===== config.mk =====
export PLATFORM = sky130hd
export DESIGN_NAME = systolic_mv
export DESIGN_NICKNAME = d
export VERILOG_FILES = /design/src/verilog/mv_pkg.sv /design/src/verilog/pe.sv /design/src/verilog/skew_feeder.sv /design/src/verilog/pe_array.sv /design/src/verilog/deskew_collector.sv /design/src/verilog/systolic_mv.sv
export SDC_FILE = /design/constraint.sdc
export NUM_CORES = 2
export LEC_CHECK = 0
export BUFFER_PORTS_ARGS = -buffer_cell sky130_fd_sc_hd__buf_2
export CORE_ASPECT_RATIO = 1.1
export CORE_MARGIN = 1.5
export CORE_UTILIZATION = 55
export CTS_CLUSTER_DIAMETER = 60
export DETAILED_ROUTE_END_ITERATION = 6
export PLACE_DENSITY = 0.72
export SLEW_MARGIN = 10
export SYNTH_ARGS = -nofsm -noshare
export SYNTH_HDL_FRONTEND = slang
export SYNTH_SLANG_ARGS = --single-unit

===== constraint.sdc =====
create_clock -name clk -period 4.5 [get_ports clk]
set_input_delay 0.45 -clock clk [delete_from_list [all_inputs] [get_ports clk]]
set_output_delay 0.45 -clock clk [all_outputs]
set_load 0.01 [all_outputs]

===== src/verilog/mv_pkg.sv =====
package mv_pkg;

    // Matrix element and weight width
    localparam int DATA_WIDTH = 8;

    // Partial sum and result width
    localparam int PSUM_WIDTH = 32;

    // One matrix element or one weight
    typedef logic [DATA_WIDTH-1:0] data_t;

    // Full-precision product of two data values
    typedef logic [2*DATA_WIDTH-1:0] prod_t;

    // One partial sum or one result element
    typedef logic [PSUM_WIDTH-1:0] psum_t;

endpackage


===== src/verilog/pe.sv =====
module pe (
    input  logic          clk,
    input  logic          rst_n,

    // Data in
    input  mv_pkg::data_t weight_i,
    input  mv_pkg::data_t ifmap_i,
    input  mv_pkg::psum_t psum_i,

    // Enables in
    input  logic          weight_en_i,
    input  logic          ifmap_en_i,
    input  logic          psum_en_i,

    // Data out
    output mv_pkg::data_t weight_o,
    output mv_pkg::data_t ifmap_o,
    output mv_pkg::psum_t psum_o,

    // Enables out, one cycle behind the inputs
    output logic          weight_en_o,
    output logic          psum_en_o
);

    import mv_pkg::*;

    data_t weight_q;
    data_t ifmap_q;
    psum_t psum_q;
    prod_t product_q;
    logic  weight_en_q;
    logic  psum_en_q;

    // Enables move one element per cycle
    always_ff @(posedge clk or negedge rst_n) begin
        if (!rst_n) begin
            weight_en_q <= 1'b0;
            psum_en_q   <= 1'b0;
        end else begin
            weight_en_q <= weight_en_i;
            psum_en_q   <= psum_en_i;
        end
    end

    // Weight forwarded to the right neighbour
    always_ff @(posedge clk or negedge rst_n) begin
        if (!rst_n) begin
            weight_q <= '0;
        end else if (weight_en_i) begin
            weight_q <= weight_i;
        end
    end

    // Stationary matrix element
    always_ff @(posedge clk or negedge rst_n) begin
        if (!rst_n) begin
            ifmap_q <= '0;
        end else if (ifmap_en_i) begin
            ifmap_q <= ifmap_i;
        end
    end

    // Partial sum arriving from above
    always_ff @(posedge clk or negedge rst_n) begin
        if (!rst_n) begin
            psum_q <= '0;
        end else if (psum_en_i) begin
            psum_q <= psum_i;
        end
    end

    // Product stage, lines up with the registered partial sum
    always_ff @(posedge clk or negedge rst_n) begin
        if (!rst_n) begin
            product_q <= '0;
        end else if (weight_en_i) begin
            product_q <= ifmap_q * weight_i;
        end
    end

    // Valid while psum_en_o is high
    assign psum_o      = psum_q + psum_t'(product_q);

    assign weight_o    = weight_q;
    assign ifmap_o     = ifmap_q;
    assign weight_en_o = weight_en_q;
    assign psum_en_o   = psum_en_q;

endmodule


===== src/verilog/skew_feeder.sv =====
module skew_feeder #(
    parameter int ROWS = 4,
    parameter int COLS = 4
) (
    input  logic                              clk,
    input  logic                              rst_n,

    // Vector strobe and its ROWS weights
    input  logic                              vec_valid_i,
    input  logic [ROWS*mv_pkg::DATA_WIDTH-1:0] vec_i,

    // Skewed weights into the left edge of the array
    output logic [ROWS*mv_pkg::DATA_WIDTH-1:0] row_weight_o,
    output logic [ROWS-1:0]                   row_weight_en_o,

    // Partial-sum starts into the top edge of the array
    output logic [COLS-1:0]                   col_psum_en_o
);

    import mv_pkg::*;

    // Long enough to serve both the row and the column taps
    localparam int EN_DEPTH = (ROWS > COLS) ? ROWS : COLS;

    logic [EN_DEPTH-1:0] en_q;

    // Single strobe chain, tap k fires k cycles after the first register
    always_ff @(posedge clk or negedge rst_n) begin
        if (!rst_n) begin
            en_q <= '0;
        end else begin
            en_q[0] <= vec_valid_i;
            for (int k = 1; k < EN_DEPTH; k++) begin
                en_q[k] <= en_q[k-1];
            end
        end
    end

    assign row_weight_en_o = en_q[ROWS-1:0];
    assign col_psum_en_o   = en_q[COLS-1:0];

    // Triangular delay line, row r has r+1 stages
    for (genvar r = 0; r < ROWS; r++) begin : g_row
        data_t dly_q [r+1];

        always_ff @(posedge clk or negedge rst_n) begin
            if (!rst_n) begin
                for (int k = 0; k <= r; k++) begin
                    dly_q[k] <= '0;
                end
            end else begin
                // First stage captures the vector on its strobe
                if (vec_valid_i) begin
                    dly_q[0] <= vec_i[r*DATA_WIDTH +: DATA_WIDTH];
                end
                for (int k = 1; k <= r; k++) begin
                    dly_q[k] <= dly_q[k-1];
                end
            end
        end

        assign row_weight_o[r*DATA_WIDTH +: DATA_WIDTH] = dly_q[r];
    end

endmodule


===== src/verilog/pe_array.sv =====
module pe_array #(
    parameter int ROWS = 4,
    parameter int COLS = 4
) (
    input  logic                                  clk,
    input  logic                                  rst_n,

    // Left edge, one weight per row
    input  logic [ROWS*mv_pkg::DATA_WIDTH-1:0]     row_weight_i,
    input  logic [ROWS-1:0]                       row_weight_en_i,

    // Top edge, one partial-sum start per column
    input  logic [COLS-1:0]                       col_psum_en_i,

    // Matrix row load
    input  logic                                  load_i,
    input  logic [$clog2(ROWS > 1 ? ROWS : 2)-1:0] load_row_i,
    input  logic [COLS*mv_pkg::DATA_WIDTH-1:0]     load_data_i,

    // Bottom edge, one column sum per column
    output logic [COLS*mv_pkg::PSUM_WIDTH-1:0]     col_psum_o,
    output logic [COLS-1:0]                       col_psum_valid_o
);

    import mv_pkg::*;

    // Horizontal chains, index c is the input of column c
    data_t w_chain   [ROWS][COLS+1];
    logic  we_chain  [ROWS][COLS+1];

    // Vertical chains, index r is the input of row r
    psum_t ps_chain  [ROWS+1][COLS];
    logic  pse_chain [ROWS+1][COLS];

    logic [ROWS-1:0] row_load;

    // Row select for matrix loading
    for (genvar r = 0; r < ROWS; r++) begin : g_load
        assign row_load[r] = load_i && (load_row_i == r);
    end

    // Left edge feed
    for (genvar r = 0; r < ROWS; r++) begin : g_left
        assign w_chain[r][0]  = row_weight_i[r*DATA_WIDTH +: DATA_WIDTH];
        assign we_chain[r][0] = row_weight_en_i[r];
    end

    // Top row starts from zero, bottom row leaves the array
    for (genvar c = 0; c < COLS; c++) begin : g_edge
        assign ps_chain[0][c]  = '0;
        assign pse_chain[0][c] = col_psum_en_i[c];

        assign col_psum_o[c*PSUM_WIDTH +: PSUM_WIDTH] = ps_chain[ROWS][c];
        assign col_psum_valid_o[c]                    = pse_chain[ROWS][c];
    end

    for (genvar r = 0; r < ROWS; r++) begin : g_row
        for (genvar c = 0; c < COLS; c++) begin : g_col
            pe pe_i (
                .clk         (clk),
                .rst_n       (rst_n),
                .weight_i    (w_chain[r][c]),
                .ifmap_i     (load_data_i[c*DATA_WIDTH +: DATA_WIDTH]),
                .psum_i      (ps_chain[r][c]),
                .weight_en_i (we_chain[r][c]),
                .ifmap_en_i  (row_load[r]),
                .psum_en_i   (pse_chain[r][c]),
                .weight_o    (w_chain[r][c+1]),
                .ifmap_o     (),
                .psum_o      (ps_chain[r+1][c]),
                .weight_en_o (we_chain[r][c+1]),
                .psum_en_o   (pse_chain[r+1][c])
            );
        end
    end

endmodule


===== src/verilog/deskew_collector.sv =====
module deskew_collector #(
    parameter int ROWS = 4,
    parameter int COLS = 4
) (
    input  logic                              clk,
    input  logic                              rst_n,

    // Column sums, column c arrives c cycles after column 0
    input  logic [COLS*mv_pkg::PSUM_WIDTH-1:0] col_psum_i,
    input  logic [COLS-1:0]                   col_psum_valid_i,

    // Aligned result vector
    output logic [COLS*mv_pkg::PSUM_WIDTH-1:0] result_o,
    output logic                              result_valid_o
);

    import mv_pkg::*;

    psum_t aligned [COLS];
    logic  aligned_vld;

    // Column c waits COLS-1-c cycles
    for (genvar c = 0; c < COLS; c++) begin : g_col
        localparam int D = COLS - 1 - c;

        if (D == 0) begin : g_direct
            assign aligned[c] = col_psum_i[c*PSUM_WIDTH +: PSUM_WIDTH];
        end else begin : g_delay
            psum_t dly_q [D];

            always_ff @(posedge clk or negedge rst_n) begin
                if (!rst_n) begin
                    for (int k = 0; k < D; k++) begin
                        dly_q[k] <= '0;
                    end
                end else begin
                    // Hold the sum from its valid cycle onward
                    if (col_psum_valid_i[c]) begin
                        dly_q[0] <= col_psum_i[c*PSUM_WIDTH +: PSUM_WIDTH];
                    end
                    for (int k = 1; k < D; k++) begin
                        dly_q[k] <= dly_q[k-1];
                    end
                end
            end

            assign aligned[c] = dly_q[D-1];
        end
    end

    // Column 0 valid delayed to the common alignment point
    if (COLS == 1) begin : g_vld_direct
        assign aligned_vld = col_psum_valid_i[0];
    end else begin : g_vld_delay
        logic [COLS-2:0] vld_q;

        always_ff @(posedge clk or negedge rst_n) begin
            if (!rst_n) begin
                vld_q <= '0;
            end else begin
                vld_q[0] <= col_psum_valid_i[0];
                for (int k = 1; k < COLS - 1; k++) begin
                    vld_q[k] <= vld_q[k-1];
                end
            end
        end

        assign aligned_vld = vld_q[COLS-2];
    end

    always_ff @(posedge clk or negedge rst_n) begin
        if (!rst_n) begin
            result_o       <= '0;
            result_valid_o <= 1'b0;
        end else begin
            result_valid_o <= aligned_vld;
            // All columns line up with column 0's delayed valid
            if (aligned_vld) begin
                for (int c = 0; c < COLS; c++) begin
                    result_o[c*PSUM_WIDTH +: PSUM_WIDTH] <= aligned[c];
                end
            end
        end
    end

endmodule


===== src/verilog/systolic_mv.sv =====
module systolic_mv #(
    parameter int ROWS = 4,
    parameter int COLS = 4
) (
    input  logic                                  clk,
    input  logic                                  rst_n,

    // Input vector
    input  logic                                  vec_valid_i,
    input  logic [ROWS*mv_pkg::DATA_WIDTH-1:0]     vec_i,

    // Matrix row load
    input  logic                                  load_i,
    input  logic [$clog2(ROWS > 1 ? ROWS : 2)-1:0] load_row_i,
    input  logic [COLS*mv_pkg::DATA_WIDTH-1:0]     load_data_i,

    // Result vector, ROWS+COLS+1 cycles after the strobe
    output logic                                  result_valid_o,
    output logic [COLS*mv_pkg::PSUM_WIDTH-1:0]     result_o
);

    import mv_pkg::*;

    data_t [ROWS-1:0] row_weight;
    logic  [ROWS-1:0] row_weight_en;
    logic  [COLS-1:0] col_psum_en;
    psum_t [COLS-1:0] col_psum;
    logic  [COLS-1:0] col_psum_valid;

    skew_feeder #(.ROWS(ROWS), .COLS(COLS)) feeder_i (
        .clk             (clk),
        .rst_n           (rst_n),
        .vec_valid_i     (vec_valid_i),
        .vec_i           (vec_i),
        .row_weight_o    (row_weight),
        .row_weight_en_o (row_weight_en),
        .col_psum_en_o   (col_psum_en)
    );

    pe_array #(.ROWS(ROWS), .COLS(COLS)) array_i (
        .clk              (clk),
        .rst_n            (rst_n),
        .row_weight_i     (row_weight),
        .row_weight_en_i  (row_weight_en),
        .col_psum_en_i    (col_psum_en),
        .load_i           (load_i),
        .load_row_i       (load_row_i),
        .load_data_i      (load_data_i),
        .col_psum_o       (col_psum),
        .col_psum_valid_o (col_psum_valid)
    );

    deskew_collector #(.ROWS(ROWS), .COLS(COLS)) collector_i (
        .clk              (clk),
        .rst_n            (rst_n),
        .col_psum_i       (col_psum),
        .col_psum_valid_i (col_psum_valid),
        .result_o         (result_o),
        .result_valid_o   (result_valid_o)
    );

endmodule


==> flow_summary_export.csv <==
group,metric,value,unit
setup_path,reg2reg_setup_slack,0.02,ns
synth,yosysWarnings,0,
timing,finalHoldViolCount,0,
die,die-area,0.141,sq mm
timing,holdWs,0.163,ns
synth,synth_top_family_by_area,"adder cells",
clock_tree,htreeDepth,3,
setup_path,crit_start,"array_i.g_row[0].g_col[0].pe_i.ifmap_o[3]",
grt,antenna_found_initial,7,
timing,clock_skew,0.0360,ns
synth,synthFlopType,"dfrtp_1",
synth,avgSynthCellArea,10.6,sq um
synth,ys_types,85,
setup_path,crit_type,"reg2reg",
min_path,holdPathStages,2,
placed_design,portBuffers,146,
timing,period_share,99.5,%
outcome,status,"finished, final reports clean",
grt,grt_pass1_vias,54400,
clock_tree,cts_buffers,116,
placed_design,place_hpwl,134000,um
setup_path,path_cells,"buf_6 > and2_4 > fa_2 > fa_1 > fa_1 > inv_1 > fa_1 > inv_2 > ha_4 > o21a_1 > o31a_1 > o311a_4 > o41ai_4 > buf_4 > xnor2_1 > mux2_2",
final_layout,num-fill-cells,11100,
clock_tree,cts_root_buf,"clkbuf_16",
die,die_w,358,um
synth,synthAdderAreaFrac,28.0,%
min_path,min-delay-start,"load_data_i[5]",
synth,synthSimpleGateAreaFrac,12.9,%
clock_tree,cts_tree,"done",
synth,async_reset_ff_share,100,%
drt,num_vias,52200,
die,initial_core_util,55.3,%
timing,rsz0062_at_grt,"true",
final_layout,post-route-util,61.9,%
die,die_h,393,um
die,ios,199,
setup_path,rr_worst_depth,16,
drt,ant_nets,0,
synth,synthesis.area,0.0762,sq mm
min_path,min_to,"array_i.g_row[1].g_col[0].pe_i.ifmap_o[5]",
timing,timing.fmax,223,MHz
synth,synth_edf_count,0,
setup_path,reg2reg_from,"array_i.g_row[0].g_col[0].pe_i.ifmap_o[3]",
setup_path,worstPathArrival,5.10,ns
setup_path,slowest_stage,"fa_1",
clock_tree,cts.sinks,963,
min_path,hold_path.class,"in2reg",
setup_path,worstPathRequired,5.12,ns
final_layout,finalNonFillerCells,9485,
placed_design,post-place-cells,9191,
final_layout,nets,9005,
setup_path,critPathLaunchType,"flip-flop",
placed_design,routabilityCongestion,0.882,
drt,post_drt_wl_per_cell,17.9,um
clock_tree,clock_latency,0.75,ns
synth,ys_ff_latch,963,
drt,first_iter_violations,2605,
synth,synth_compound_area_share,9.34,%
timing,tightestPinTransition,1.08,ns
timing,max_slew_margin,27.8,%
die,row_count,143,
clock_tree,cts.clk_slew.worst_paths,0.06,ns
grt,track_usage,24.5,%
flow_run,drv_cap,0,
die,core-area,0.138,sq mm
synth,synth_xor_area_share,3.03,%
timing,finalSetupViolCount,0,
drt,drc,0,
final_layout,drive_above_1_share,18.8,%
setup_path,timing.rr.end,"array_i.g_row[0].g_col[0].pe_i.product_q[13]",
final_layout,final_area,0.0852,sq mm
setup_path,cp_common_cell,"fa_1",
synth,seq_area_frac_synth,31.6,%
timing,period_minus_slack,4.48,ns
synth,synth_mux_area_share,9.43,%
final_layout,areaGrowthSynthToFinish,11.8,%
grt,overflow,0,
clock_tree,clock_tree.buffer_depth,3,
timing,drv_slew,0,
grt,grt_first_pass_wirelength,280000,um
synth,syn_inst,7207,
drt,vias_per_cell,5.50,
setup_path,end_kind,"flip-flop",
drt,dr.pass1.iters,5,
grt,grt_max_degree,156,
setup_path,crit_fanout,5,
final_layout,antenna_cells,0,
drt,wirelength,170000,um
setup_path,cp_slowest_stage_delay,0.54,ns
placed_design,postPlaceCellArea,0.0799,sq mm
==> synthesized netlist by cell type, drive strengths merged (12+ instances only) <==
master,count,area (sq um)
ha,768,9610
clkbuf,127,477
and2,823,5150
nand2,359,1350
a31o,14,123
mux2i,17,170
inv,903,3390
dfrtp,963,24100
o21a,104,781
nand3b,37,278
or2,17,106
o31a,13,114
o21ai,230,1160
nand3,61,305
a211o,15,131
xor2,52,455
fa,588,11800
a21o,102,769
nor2b,65,407
a21oi,272,1370
a31oi,21,131
o21bai,13,113
nor3,73,365
o31ai,40,305
or3,44,275
xnor2,212,1860
buf,72,465
o2bb2ai,12,105
nand2b,36,225
nor2,249,935
mux2,623,7020
and3,16,101
o211ai,39,293
a41oi,22,245
a21boi,16,120
a211oi,45,338
nand4,18,113
==> final cells by class <==
cell class	count	area [sq um]	area share [%]
sequential	963	24200	28.4
tap	1812	2270	2.66
timing repair buffer	402	2840	3.33
clock inverter	59	688	0.807
clock buffer	153	3260	3.83
inverter	904	3390	3.98
multi-input combinational	5192	48600	57.0
==> per-layer routing <==
metal	vias up	track usage [%]	share of wire, %
li1	24800	-	-
met1	26200	34.2	47
met2	878	40.6	47
met3	232	2.76	3.8
met4	2	6.11	2.1
met5	-	0	0.0077
==> critical path: cells and delay by family (launching register included) <==
family | cells | cell delay (ns)
multiplexers | 1 | 0.26
flip-flops | 1 | 0.43
XOR/XNOR | 1 | 0.05
AO/OA/AOI/OAI | 4 | 1.02
adder cells (fa/ha/maj) | 5 | 2.07
AND/OR/NAND/NOR | 1 | 0.15
buffers and inverters | 4 | 0.40
==> kinds of logic after synthesis <==
kind of cell / count (synthesis)
simple gates: 1823
fa+ha+maj: 1356
buf+inv: 1103
compound gates: 1057
flops: 963
mux: 640
xor+xnor: 264
other cells: 1
==> cells in the final DEF (no fill, tap or decap), types with 99 or more instances in the layout <==
cell type  instances
a21o_1            99
a21oi_1          265
and2_1           818
buf_2            146
buf_4            208
clkbuf_16        117
dfrtp_1          860
fa_1             580
ha_1             741
inv_1            896
mux2_2           622
nand2_1          357
nor2_1           249
o21a_1           104
o21ai_0          197
xnor2_1          212
==> timing repair <==
action / CTS / global route
gates resized for setup: 7 / 192
hold buffers: 33 / 0
pin swaps: 3 / 58
setup endpoints to repair: 5 / 62
hold endpoints to repair: 75 / 0
setup buffers: 0 / 49
==> worst max-delay path by stage <==
stage	endpoint	slack (ns)	cells after the start
after floorplan	array_i.g_row[0].g_col[0].pe_i.product_q[15]	0.23	15
after global placement	array_i.g_row[0].g_col[0].pe_i.product_q[13]	0.03	15
after detailed placement	array_i.g_row[1].g_col[0].pe_i.product_q[15]	-0.03	16
after CTS	array_i.g_row[0].g_col[0].pe_i.product_q[13]	0.005	15
after global routing	array_i.g_row[0].g_col[0].pe_i.product_q[13]	-0.13	16
final	array_i.g_row[0].g_col[0].pe_i.product_q[13]	0.02	16
==> stage by stage <==
step | setup slack [ns] | setup TNS [ns]
2_1_floorplan | 0.234 | 0
3_3_place_gp | 0.0343 | 0
3_5_place_dp | -0.0311 | -0.0469
4_1_cts | 0.00483 | 0
5_1_grt | -0.131 | -0.382
6_report | 0.0205 | 0
==> flip-flops by register name (all words and copies together), names as in the netlist <==
name	flops
array_i.g_row.g_col.pe_i.ifmap_o	128
feeder_i.g_row.dly_q	56
collector_i.result_o	76
array_i.g_row.g_col.pe_i.psum_en_o	2
array_i.g_row.g_col.pe_i.psum_q	204
array_i.g_row.g_col.pe_i.product_q	256
collector_i.g_vld_delay.vld_q	3
collector_i.result_valid_o	1
array_i.g_row.g_col.pe_i.weight_o	96
collector_i.aligned	38
collector_i.g_col.g_delay.dly_q	76
feeder_i.col_psum_en_o	3
feeder_i.row_weight_o	24
Power is not shown: default switching activity piles up to over one toggle a cycle in this logic, so the estimate is an artifact.
